<file path="src/common/ex_pkg.sv">
`default_nettype none

//////////////////////////////////////////////////////////////////////
// Shared types for the execute stage and register file
//////////////////////////////////////////////////////////////////////

package ex_pkg;

  // Data path width
  localparam int WORD_W = 32;

  // Register index width and register count
  localparam int ADDR_W    = 5;
  localparam int REG_COUNT = 32;

  // One data word, used for operands, results and register contents
  typedef logic [WORD_W-1:0] word_t;

  // Register file index
  typedef logic [ADDR_W-1:0] reg_addr_t;

  // ALU operation code
  // Compare group sits at the end of the encoding
  typedef enum logic [4:0] {
    ALU_ADD  = 5'd0,
    ALU_SUB  = 5'd1,
    ALU_AND  = 5'd2,
    ALU_OR   = 5'd3,
    ALU_XOR  = 5'd4,
    ALU_SLL  = 5'd5,
    ALU_SRL  = 5'd6,
    ALU_SRA  = 5'd7,
    ALU_SLTS = 5'd8,
    ALU_SLTU = 5'd9,
    ALU_EQ   = 5'd10,
    ALU_NE   = 5'd11,
    ALU_LTS  = 5'd12,
    ALU_LTU  = 5'd13,
    ALU_GES  = 5'd14,
    ALU_GEU  = 5'd15
  } alu_op_e;

  // ALU request from decode
  // Operand c doubles as jump target and MAC addend
  typedef struct packed {
    alu_op_e operator;
    word_t   a;
    word_t   b;
    word_t   c;
  } alu_req_t;

  // Multiplier controls
  typedef struct packed {
    // Pick the multiplier result over the ALU
    logic       en;
    // Halfword operands instead of full words
    logic       vector_mode;
    // Bit 0 upper half of a, bit 1 upper half of b
    logic [1:0] sel_subword;
    // Bit 0 a is signed, bit 1 b is signed
    logic [1:0] signed_mode;
    // Add operand c to the product
    logic       mac_en;
  } mult_req_t;

  // Write port into the register file, also the forwarding path
  typedef struct packed {
    logic      we;
    reg_addr_t waddr;
    word_t     wdata;
  } rf_wr_t;

endpackage

`default_nettype wire

</file>
<file path="src/ex_stage/ex_alu.sv">
`timescale 1ns/100ps
`default_nettype none

//////////////////////////////////////////////////////////////////////
// Integer ALU
//////////////////////////////////////////////////////////////////////

module ex_alu
  import ex_pkg::*;
(
  input  alu_req_t req_i,
  output word_t    result_o,
  output logic     cmp_o
);

  // Operand aliases
  word_t op_a;
  word_t op_b;

  // Shared adder and subtractor results
  word_t sum;
  word_t diff;

  // Shift amount from the low bits of b
  logic [4:0] shamt;
  word_t      shl;
  word_t      shr_log;
  word_t      shr_ari;

  // Comparison terms
  logic is_equal;
  logic lt_signed;
  logic lt_unsigned;

  assign op_a = req_i.a;
  assign op_b = req_i.b;

  assign sum  = op_a + op_b;
  assign diff = op_a - op_b;

  //////////////////////////////////////////////////////////////////////
  // Shifter
  //////////////////////////////////////////////////////////////////////

  assign shamt   = op_b[4:0];
  assign shl     = op_a << shamt;
  assign shr_log = op_a >> shamt;
  // Arithmetic right shift keeps the sign bit
  assign shr_ari = word_t'($signed(op_a) >>> shamt);

  //////////////////////////////////////////////////////////////////////
  // Comparator
  //////////////////////////////////////////////////////////////////////

  assign is_equal    = (op_a == op_b);
  assign lt_unsigned = (op_a < op_b);
  assign lt_signed   = ($signed(op_a) < $signed(op_b));

  //////////////////////////////////////////////////////////////////////
  // Operation select
  //////////////////////////////////////////////////////////////////////

  always_comb
  begin
    // Defaults for the non-compare group
    result_o = '0;
    cmp_o    = 1'b0;

    case (req_i.operator)
      ALU_ADD: result_o = sum;
      ALU_SUB: result_o = diff;
      ALU_AND: result_o = op_a & op_b;
      ALU_OR:  result_o = op_a | op_b;
      ALU_XOR: result_o = op_a ^ op_b;
      ALU_SLL: result_o = shl;
      ALU_SRL: result_o = shr_log;
      ALU_SRA: result_o = shr_ari;

      // Set-less-than, flag follows the result
      ALU_SLTS: cmp_o = lt_signed;
      ALU_SLTU: cmp_o = lt_unsigned;

      // Branch compares
      ALU_EQ:  cmp_o = is_equal;
      ALU_NE:  cmp_o = ~is_equal;
      ALU_LTS: cmp_o = lt_signed;
      ALU_LTU: cmp_o = lt_unsigned;
      ALU_GES: cmp_o = ~lt_signed;
      ALU_GEU: cmp_o = ~lt_unsigned;

      default:
      begin
        result_o = '0;
        cmp_o    = 1'b0;
      end
    endcase

    // Compare ops return the flag zero-extended
    if (req_i.operator >= ALU_SLTS)
    begin
      result_o = word_t'(cmp_o);
    end
  end

endmodule

`default_nettype wire

</file>
<file path="src/ex_stage/ex_mult.sv">
`timescale 1ns/100ps
`default_nettype none

//////////////////////////////////////////////////////////////////////
// Multiply-accumulate unit
//////////////////////////////////////////////////////////////////////

module ex_mult
  import ex_pkg::*;
(
  input  mult_req_t req_i,
  input  word_t     op_a_i,
  input  word_t     op_b_i,
  input  word_t     mac_i,
  output word_t     result_o
);

  // Selected halfwords
  logic [15:0] half_a;
  logic [15:0] half_b;

  // Halfwords extended by one bit so signed and unsigned share one multiply
  logic signed [16:0] ext_a;
  logic signed [16:0] ext_b;

  // Halfword product, upper bits beyond 32 are dropped
  logic signed [33:0] half_prod;

  // Full-word product, low 32 bits only
  word_t full_prod;

  // Product before accumulate
  word_t prod;

  // Addend, zero when accumulate is off
  word_t addend;

  //////////////////////////////////////////////////////////////////////
  // Subword operand select
  //////////////////////////////////////////////////////////////////////

  // Upper or lower half of a
  assign half_a = req_i.sel_subword[0] ? op_a_i[31:16] : op_a_i[15:0];

  // Upper or lower half of b
  assign half_b = req_i.sel_subword[1] ? op_b_i[31:16] : op_b_i[15:0];

  // Sign bit only copied in when that operand is signed
  assign ext_a = {req_i.signed_mode[0] & half_a[15], half_a};
  assign ext_b = {req_i.signed_mode[1] & half_b[15], half_b};

  //////////////////////////////////////////////////////////////////////
  // Multipliers
  //////////////////////////////////////////////////////////////////////

  // 17x17 signed multiply covers all four signedness mixes
  assign half_prod = ext_a * ext_b;

  // Low word is the same for signed and unsigned full-word operands
  assign full_prod = op_a_i * op_b_i;

  // Mode select
  assign prod = req_i.vector_mode ? half_prod[31:0] : full_prod;

  //////////////////////////////////////////////////////////////////////
  // Accumulate
  //////////////////////////////////////////////////////////////////////

  assign addend = req_i.mac_en ? mac_i : '0;

  // Wraps modulo 2^32
  assign result_o = prod + addend;

endmodule

`default_nettype wire

</file>
<file path="src/ex_stage/ex_stage.sv">
`timescale 1ns/100ps
`default_nettype none

//////////////////////////////////////////////////////////////////////
// Execute stage with ALU, MAC, result mux and EX/WB register
//////////////////////////////////////////////////////////////////////

module ex_stage
  import ex_pkg::*;
(
  input  logic      clk,
  input  logic      rst_n,

  // Operation requests from decode
  input  alu_req_t  alu_req_i,
  input  mult_req_t mult_req_i,

  // CSR read data
  input  logic      csr_access_i,
  input  word_t     csr_rdata_i,

  // Branch currently in EX
  input  logic      branch_in_ex_i,

  // ALU write port target
  input  logic      alu_we_i,
  input  reg_addr_t alu_waddr_i,

  // Load write-back target, passed on to WB
  input  logic      wb_we_i,
  input  reg_addr_t wb_waddr_i,

  // Readiness of the neighbouring stages
  input  logic      lsu_ready_ex_i,
  input  logic      wb_ready_i,

  // Forwarding and register file write
  output rf_wr_t    fw_o,

  // Branch outputs to fetch
  output word_t     jump_target_o,
  output logic      branch_decision_o,

  // EX/WB pipeline register
  output logic      wb_we_o,
  output reg_addr_t wb_waddr_o,

  // Stall control
  output logic      ex_ready_o,
  output logic      ex_valid_o
);

  word_t alu_result;
  logic  alu_cmp;
  word_t mult_result;
  word_t fw_wdata;

  //////////////////////////////////////////////////////////////////////
  // Functional units
  //////////////////////////////////////////////////////////////////////

  ex_alu i_ex_alu (
    .req_i    (alu_req_i),
    .result_o (alu_result),
    .cmp_o    (alu_cmp)
  );

  // Multiplier shares the ALU operands, c is the addend
  ex_mult i_ex_mult (
    .req_i    (mult_req_i),
    .op_a_i   (alu_req_i.a),
    .op_b_i   (alu_req_i.b),
    .mac_i    (alu_req_i.c),
    .result_o (mult_result)
  );

  //////////////////////////////////////////////////////////////////////
  // Result mux
  //////////////////////////////////////////////////////////////////////

  // CSR first, then multiplier, then ALU
  always_comb
  begin
    if (csr_access_i)
      fw_wdata = csr_rdata_i;
    else if (mult_req_i.en)
      fw_wdata = mult_result;
    else
      fw_wdata = alu_result;
  end

  // Write enable and address come straight from decode
  assign fw_o = '{we: alu_we_i, waddr: alu_waddr_i, wdata: fw_wdata};

  // Branch taken when the compare holds, target is operand c
  assign branch_decision_o = alu_cmp;
  assign jump_target_o     = alu_req_i.c;

  //////////////////////////////////////////////////////////////////////
  // Stall rule and EX/WB register
  //////////////////////////////////////////////////////////////////////

  // A branch in EX overrides LSU and WB back-pressure
  assign ex_ready_o = (lsu_ready_ex_i & wb_ready_i) | branch_in_ex_i;
  assign ex_valid_o = ex_ready_o;

  always_ff @(posedge clk or negedge rst_n)
  begin
    if (!rst_n)
    begin
      wb_we_o    <= 1'b0;
      wb_waddr_o <= '0;
    end
    else if (ex_valid_o)
    begin
      // New instruction moves into WB
      wb_we_o    <= wb_we_i;
      wb_waddr_o <= wb_waddr_i;
    end
    else if (wb_ready_i)
    begin
      // Nothing new, flush the write, address kept
      wb_we_o <= 1'b0;
    end
  end

endmodule

`default_nettype wire

</file>
<file path="src/hdl/ex_regfile.sv">
`timescale 1ns/100ps
`default_nettype none

//////////////////////////////////////////////////////////////////////
// Integer register file with one write port and one read port
//////////////////////////////////////////////////////////////////////

module ex_regfile
  import ex_pkg::*;
(
  input  logic      clk,
  input  logic      rst_n,

  // Write port from the forwarding path
  input  rf_wr_t    wr_i,

  // Combinational read port
  input  reg_addr_t raddr_i,
  output word_t     rdata_o
);

  // Storage where entry zero is never written
  word_t regs [REG_COUNT];

  // Write qualified against register zero
  logic wr_en;

  assign wr_en = wr_i.we && (wr_i.waddr != '0);

  //////////////////////////////////////////////////////////////////////
  // Write port
  //////////////////////////////////////////////////////////////////////

  always_ff @(posedge clk or negedge rst_n)
  begin
    if (!rst_n)
    begin
      // All registers come up at zero
      for (int i = 0; i < REG_COUNT; i++)
      begin
        regs[i] <= '0;
      end
    end
    else if (wr_en)
    begin
      regs[wr_i.waddr] <= wr_i.wdata;
    end
  end

  //////////////////////////////////////////////////////////////////////
  // Read port
  //////////////////////////////////////////////////////////////////////

  // Entry zero keeps its reset value of zero
  assign rdata_o = regs[raddr_i];

endmodule

`default_nettype wire

</file>
<file path="src/hdl/ex_top.sv">
`timescale 1ns/100ps
`default_nettype none

//////////////////////////////////////////////////////////////////////
// Execute stage plus register file
//////////////////////////////////////////////////////////////////////

module ex_top
  import ex_pkg::*;
(
  input  logic      clk,
  input  logic      rst_n,

  // Decode side
  input  alu_req_t  alu_req_i,
  input  mult_req_t mult_req_i,
  input  logic      csr_access_i,
  input  word_t     csr_rdata_i,
  input  logic      branch_in_ex_i,
  input  logic      alu_we_i,
  input  reg_addr_t alu_waddr_i,
  input  logic      wb_we_i,
  input  reg_addr_t wb_waddr_i,

  // Stall inputs
  input  logic      lsu_ready_ex_i,
  input  logic      wb_ready_i,

  // Register file observation port
  input  reg_addr_t rf_raddr_i,
  output word_t     rf_rdata_o,

  // Execute stage results
  output rf_wr_t    fw_o,
  output word_t     jump_target_o,
  output logic      branch_decision_o,
  output logic      wb_we_o,
  output reg_addr_t wb_waddr_o,
  output logic      ex_ready_o,
  output logic      ex_valid_o
);

  // Forwarding write from EX into the register file
  rf_wr_t fw;

  ex_stage i_ex_stage (
    .clk               (clk),
    .rst_n             (rst_n),
    .alu_req_i         (alu_req_i),
    .mult_req_i        (mult_req_i),
    .csr_access_i      (csr_access_i),
    .csr_rdata_i       (csr_rdata_i),
    .branch_in_ex_i    (branch_in_ex_i),
    .alu_we_i          (alu_we_i),
    .alu_waddr_i       (alu_waddr_i),
    .wb_we_i           (wb_we_i),
    .wb_waddr_i        (wb_waddr_i),
    .lsu_ready_ex_i    (lsu_ready_ex_i),
    .wb_ready_i        (wb_ready_i),
    .fw_o              (fw),
    .jump_target_o     (jump_target_o),
    .branch_decision_o (branch_decision_o),
    .wb_we_o           (wb_we_o),
    .wb_waddr_o        (wb_waddr_o),
    .ex_ready_o        (ex_ready_o),
    .ex_valid_o        (ex_valid_o)
  );

  ex_regfile i_ex_regfile (
    .clk     (clk),
    .rst_n   (rst_n),
    .wr_i    (fw),
    .raddr_i (rf_raddr_i),
    .rdata_o (rf_rdata_o)
  );

  // Same write also leaves the top level
  assign fw_o = fw;

endmodule

`default_nettype wire

</file>
<file path="config.mk">
export PLATFORM = sky130hd
export DESIGN_NAME = ex_top
export DESIGN_NICKNAME = d
export VERILOG_FILES = /design/src/common/ex_pkg.sv /design/src/ex_stage/ex_alu.sv /design/src/ex_stage/ex_mult.sv /design/src/ex_stage/ex_stage.sv /design/src/hdl/ex_regfile.sv /design/src/hdl/ex_top.sv
export SDC_FILE = /design/constraint.sdc
export NUM_CORES = 2
export LEC_CHECK = 0
export BUFFER_PORTS_ARGS = -buffer_cell sky130_fd_sc_hd__buf_2
export CAP_MARGIN = 5
export CORE_ASPECT_RATIO = 1.75
export CORE_UTILIZATION = 28
export CTS_CLUSTER_SIZE = 10
export DETAILED_ROUTE_END_ITERATION = 10
export PLACE_DENSITY = 0.47
export SYNTH_ARGS = -nofsm -noshare
export SYNTH_HDL_FRONTEND = slang
export SYNTH_HIERARCHICAL = 1
export SYNTH_SLANG_ARGS = --single-unit
</file>
<file path="constraint.sdc">
create_clock -name clk -period 19.05 [get_ports clk]
set_input_delay 3.81 -clock clk [delete_from_list [all_inputs] [get_ports clk]]
set_output_delay 3.81 -clock clk [all_outputs]
set_load 0.01 [all_outputs]
</file>
# ---- Word-level counts from Yosys, hierarchy flattened
# Cells that the tools add are included.
dict set report op_classes {
  n_bitwise 12
  addsub 3
  shifts 3
  muxes 17
  n_reduce_logical 7
  eq_ne 16
  order_cmp 6
  div 0
  multipliers 2
}
# operator n
set op_table {}
lappend op_table {{$bwmux 1024} 1}
lappend op_table {{$mux 32} 8}
lappend op_table {{$pmux 32 s8} 1}
lappend op_table {{$bmux 32 s5} 1}
lappend op_table {{$demux 32 s5} 1}
lappend op_table {{$add 32x32->32} 2}
lappend op_table {{$lt 32x32->1} 2}
lappend op_table {{$eq 5x4->1 const B} 8}
lappend op_table {{$and 32x32->32} 1}
lappend op_table {{$eq 32x32->1} 1}
lappend op_table {{$mul 17x17->32} 1}
lappend op_table {{$mul 32x32->32} 1}
lappend op_table {{$mux 16} 2}
lappend op_table {{$or 32x32->32} 1}
lappend op_table {{$shl 32x5->32} 1}
lappend op_table {{$shr 32x5->32} 1}
lappend op_table {{$sshr 32x5->32} 1}
lappend op_table {{$sub 32x32->32} 1}
lappend op_table {{$xor 32x32->32} 1}
lappend op_table {{$eq 5x3->1 const B} 4}
lappend op_table {{$ge 6x6->1 const B} 2}
lappend op_table {{$not 5->6} 2}
lappend op_table {{$eq 5x2->1 const B} 2}
lappend op_table {{$lt 6x1->1 const B} 1}
lappend op_table {{other kinds (12)} 19}
dict set report word_totals {
  input_bits 163
  wordCells 100
  output_inout_bits 111
  mem_bits_ro 0
  ramBits 0
  latch_bits 0
  ff_bits 1030
  memories 0
}

# ---- Depth between registers and ports, before layout
dict set report depth {
  ltp_word 8
  ltp_mapped 42
  ltp_nobuf 39
}

# ---- Modules after synthesis
# Netlist, hierarchy kept.
# module cells_each area_per_inst_um2 n_inst seq_area_each_um2
set by_module_without_submodules {}
lappend by_module_without_submodules {ex_regfile 3451 46719.8 1 25624.6}
lappend by_module_without_submodules {ex_mult 3265 28393.5 1 0.0}
lappend by_module_without_submodules {ex_alu 1368 8994.9 1 0.0}
lappend by_module_without_submodules {ex_stage 161 1224.9 1 150.1}

# ---- Worst setup path after synthesis
# No wires, ideal clock.
dict set report synth_path {
  kind {in2out}
  start {input port mult_req_i[3] (netlist bit)}
  end {output port fw_o[31] (netlist bit)}
  cell_stages 37
  n_path_buf 3
  t_required_ps 15240
  t_arrival_ps 12755
  slack_ps 2485
  path_cell_list {clkbuf_1 clkbuf_1 clkbuf_1 mux2_2 nand2_1 fa_1 inv_1 fa_1 fa_1 inv_1 fa_1 inv_1 fa_1 fa_1 ha_1 and3_1 a221o_1 o21a_1 o21ai_0 nand2b_1 a21o_1 a21oi_1 xor2_1 a21oi_1 ha_1 nand4_1 nor2b_1 a211o_1 a22o_1 a311oi_2 o41ai_2 a221oi_1 o21bai_1 xnor2_1 xnor2_1 mux2i_1 o21ai_0}
}
# element line
set synth_lines {}
lappend synth_lines {{from (decl)} ex_top.sv:16} ;# input mult_req_t mult_req_i,
lappend synth_lines {{to (decl)} ex_top.sv:34} ;# output rf_wr_t fw_o,

==> Flow_metrics.wiki <==
{| class="wikitable"
! Metric !! Value
|-
| Slew @ Worst Pin || around 1.4 ns
|-
| Total setup violations reported at the end of the flow || 0
|-
| Antenna violations before repair || 25
|-
| Time the worst path needs with I/O delays and setup || around 18 ns
|-
| Post-Route Skew || 0 ns
|-
| Ratio of final minimum period to clock period || 0.952
|-
| Wire length after detailed routing || ~350000 um
|-
| Number of fill cells || approximately 31000
|-
| Synthesis-to-finish area growth || 10.1%
|-
| Final Hold Violating Endpoints || 0
|-
| Sequential fraction of the synthesis area || 0.302
|-
| Area used by sequential logic in the layout || 25800 sq um
|-
| Ys flop type || dfrtp_1
|-
| HPWL after detailed placement || 255000 um
|-
| Total GRT Usage || 0.228
|-
| CP most frequent cell || fa_1
|-
| Vertical die dimension || 732 um
|-
| Detailed-router iteration count before antenna repair || 6
|-
| Avg Vias per Cell || a little over 5
|-
| Number of buffers added by the clock tree synthesis step || 113
|-
| Largest cells by area after synthesis || dfrtp_1 (30%), fa_1 (16%), mux2_2 (13%)
|-
| Die area || roughly 310000 sq um
|-
| Upper clock frequency limit || about 55 MHz
|-
| Post-cts repair resize count || 0
|-
| Clock tree from TritonCTS || done
|-
| Count of nets after finishing || about 9400
|-
| Clock tree root buffer cell || clkbuf_16
|-
| Cell family with most CP delay || adder cells
|-
| Post-CTS repair timing setup buffer count || 0
|-
| Via count of the first global-routing pass || approximately 68000
|-
| Critical path required time || between 15 and 20 ns
|-
| Kind of capture point of the worst setup path || output pin
|-
| Critical Path Slowest Stage Cell || o21ai_2
|-
| GRT overflow || 0
|-
| Area of the multi-input gates || 53900 sq um
|-
| Cell type with the largest total area after synthesis || dfrtp_1
|-
| Synth top cells by count || dfrtp_1 (1030), mux2_2 (1014), inv_1 (835)
|-
| Synthesized area || about 85000 sq um
|-
| Die width || between 400 and 500 um
|-
| Clock input transition at the sequential cells of the worst setup and hold paths || ~0.06 ns
|-
| Number of hold-repair buffers added at the cts stage || 0
|-
| CP max FO || 32
|-
| Netlist cell types || 99
|-
| Final weighted congestion of routability-driven global placement || between 0.9 and 1
|-
| Number of buffers on the longest clock path || 3
|-
| Most frequent cell after synthesis || dfrtp_1
|-
| Synthesis warning total || 6
|-
| Total number of clock tree sinks || between 1000 and 1500
|-
| Cell row count || approximately 270
|-
| Bufs and invs on worst path || 6
|-
| Crit path DAT || approximately 14 ns
|-
| Worst slew margin || 0.0381
|-
| Vias after detailed routing || ~63000
|-
| Total of flip-flops plus latches after synthesis || between 1000 and 1500
|-
| Clock latency of the later-clocked register in the worst-skew pair || approximately 0.7 ns
|-
| Antenna Violating Nets Remaining || 0
|-
| Standard cell core area || between 300000 and 400000 sq um
|-
| Count of buffers from port buffering || approximately 270
|-
| First-pass GRT wire length || between 500000 and 600000 um
|-
| Yosys top cell area share || 0.302
|-
| Number of DRC markers in iteration 0 || roughly 4300
|-
| Number of levels in the clock H-tree || 3
|-
| Number of flops mapped to enable cells by yosys || 0
|-
| Starting utilization of the core area || 0.282
|-
| Share of post-route cells with drive strength above 1 || 0.214
|-
| Number of nets produced by synthesis || around 9400
|-
| Type of the worst min-delay path || reg2reg
|-
| Stage delay of the slowest cell on the critical path || ~1.1 ns
|-
| Maximum number of pins on one net before global-route repair || 187
|-
| Number of instances in the synthesized netlist || around 8200
|-
| Sum of negative setup slack || 0 ns
|-
| Async set or reset register ratio after synthesis || 1.00
|-
| Max-Cap Viols || 0
|-
| CP Class || in2out
|-
| Final-report max-slew violation count || 0
|-
| Unrepaired setup endpoints after global routing || false
|-
| Total I/O pin count || approximately 270
|-
| Element type at the critical path start || primary input
|-
| Result of the run || complete, no violations
|-
| Mean post-synth cell area || just over 10 sq um
|-
| Routed wire per std cell || around 29 um
|-
| Number of design rule violations left after detail routing || 0
|}
[metrics by stage]
step / hold WS, ns / cell area, sq um / utilization / setup slack, ns / cells
floorplan: 0.428 / 85300 / - / 2.48 / 8245
global placement: 0.364 / 90900 / 0.300 / 1.15 / 12100
detailed placement: 0.365 / 90900 / 0.300 / 0.979 / 12100
CTS: 0.378 / 93900 / 0.310 / 0.949 / 12200
global route: 0.387 / 93900 / 0.310 / 0.400 / 12200
finish: 0.374 / 93900 / 0.310 / 0.907 / 12300
[sequential cells by signal, summed over array words and instances (netlist names)]
name / cells
i_ex_regfile/regs: 1024
i_ex_stage/wb_waddr_o: 5
i_ex_stage/wb_we_o: 1
[metal layers]
metal	up-vias	share of wire	GRT usage
li1	27500	-	-
met1	33300	0.36	0.246
met2	1925	0.51	0.411
met3	775	0.035	0.0205
met4	4	0.087	0.166
met5	-	0.000074	0
[cells in the final DEF, fill, tap and decap left out, types with 14 or more instances in the layout]
cell type / n
a211oi_1: 30
a21o_1: 53
a21oi_1: 295
a221oi_1: 23
a22o_1: 73
a22oi_1: 119
a31oi_1: 45
and2_1: 297
and3_1: 16
buf_2: 266
buf_4: 205
clkbuf_16: 114
dfrtp_1: 1030
fa_1: 693
ha_1: 345
inv_1: 835
mux2_1: 28
mux2_2: 1014
mux2i_1: 629
mux4_2: 21
nand2_1: 751
nand2b_1: 36
nand3_1: 125
nor2_1: 308
nor2b_1: 26
nor3_1: 68
nor4_1: 21
o211ai_1: 40
o21a_1: 24
o21ai_0: 156
o21ai_2: 32
o21bai_1: 19
o221ai_1: 14
o22ai_1: 14
o31ai_1: 20
xnor2_1: 116
xor2_1: 44
[cell families after synthesis]
kind of cell,Yosys count,synth area share
mux,1701,0.219
simple gates,1751,0.0946
flops,1030,0.302
compound gates,1080,0.0847
buf+inv,1485,0.0706
fa+ha+maj,1038,0.213
xor+xnor,160,0.0164
[cell type report]
class,count,share of cell area
clock buffers,115,0.0304
well taps,4035,0.0537
multi-input cells,5730,0.573
repair buffers,481,0.0325
clock inverters,8,0.00173
inverters,839,0.0335
diodes,12,0.000320
flip-flops and latches,1030,0.274
[final timing paths]
path	start	endpoint	slack (ns)	depth (start not counted)
max	mult_req_i[4]	fw_o[25]	0.91	34
max reg2reg	i_ex_regfile/regs[363]	i_ex_regfile/regs[363]	18.25	1
min in group asynchronous	rst_n	i_ex_regfile/regs[51]	3.11	1
max in group asynchronous	rst_n	i_ex_regfile/regs[382]	12.54	4
min	i_ex_regfile/regs[994]	i_ex_regfile/regs[994]	0.37	0
min reg2reg	i_ex_regfile/regs[994]	i_ex_regfile/regs[994]	0.37	0
Power is not shown: default switching activity piles up to over one toggle a cycle in this logic, so the estimate is an artifact.
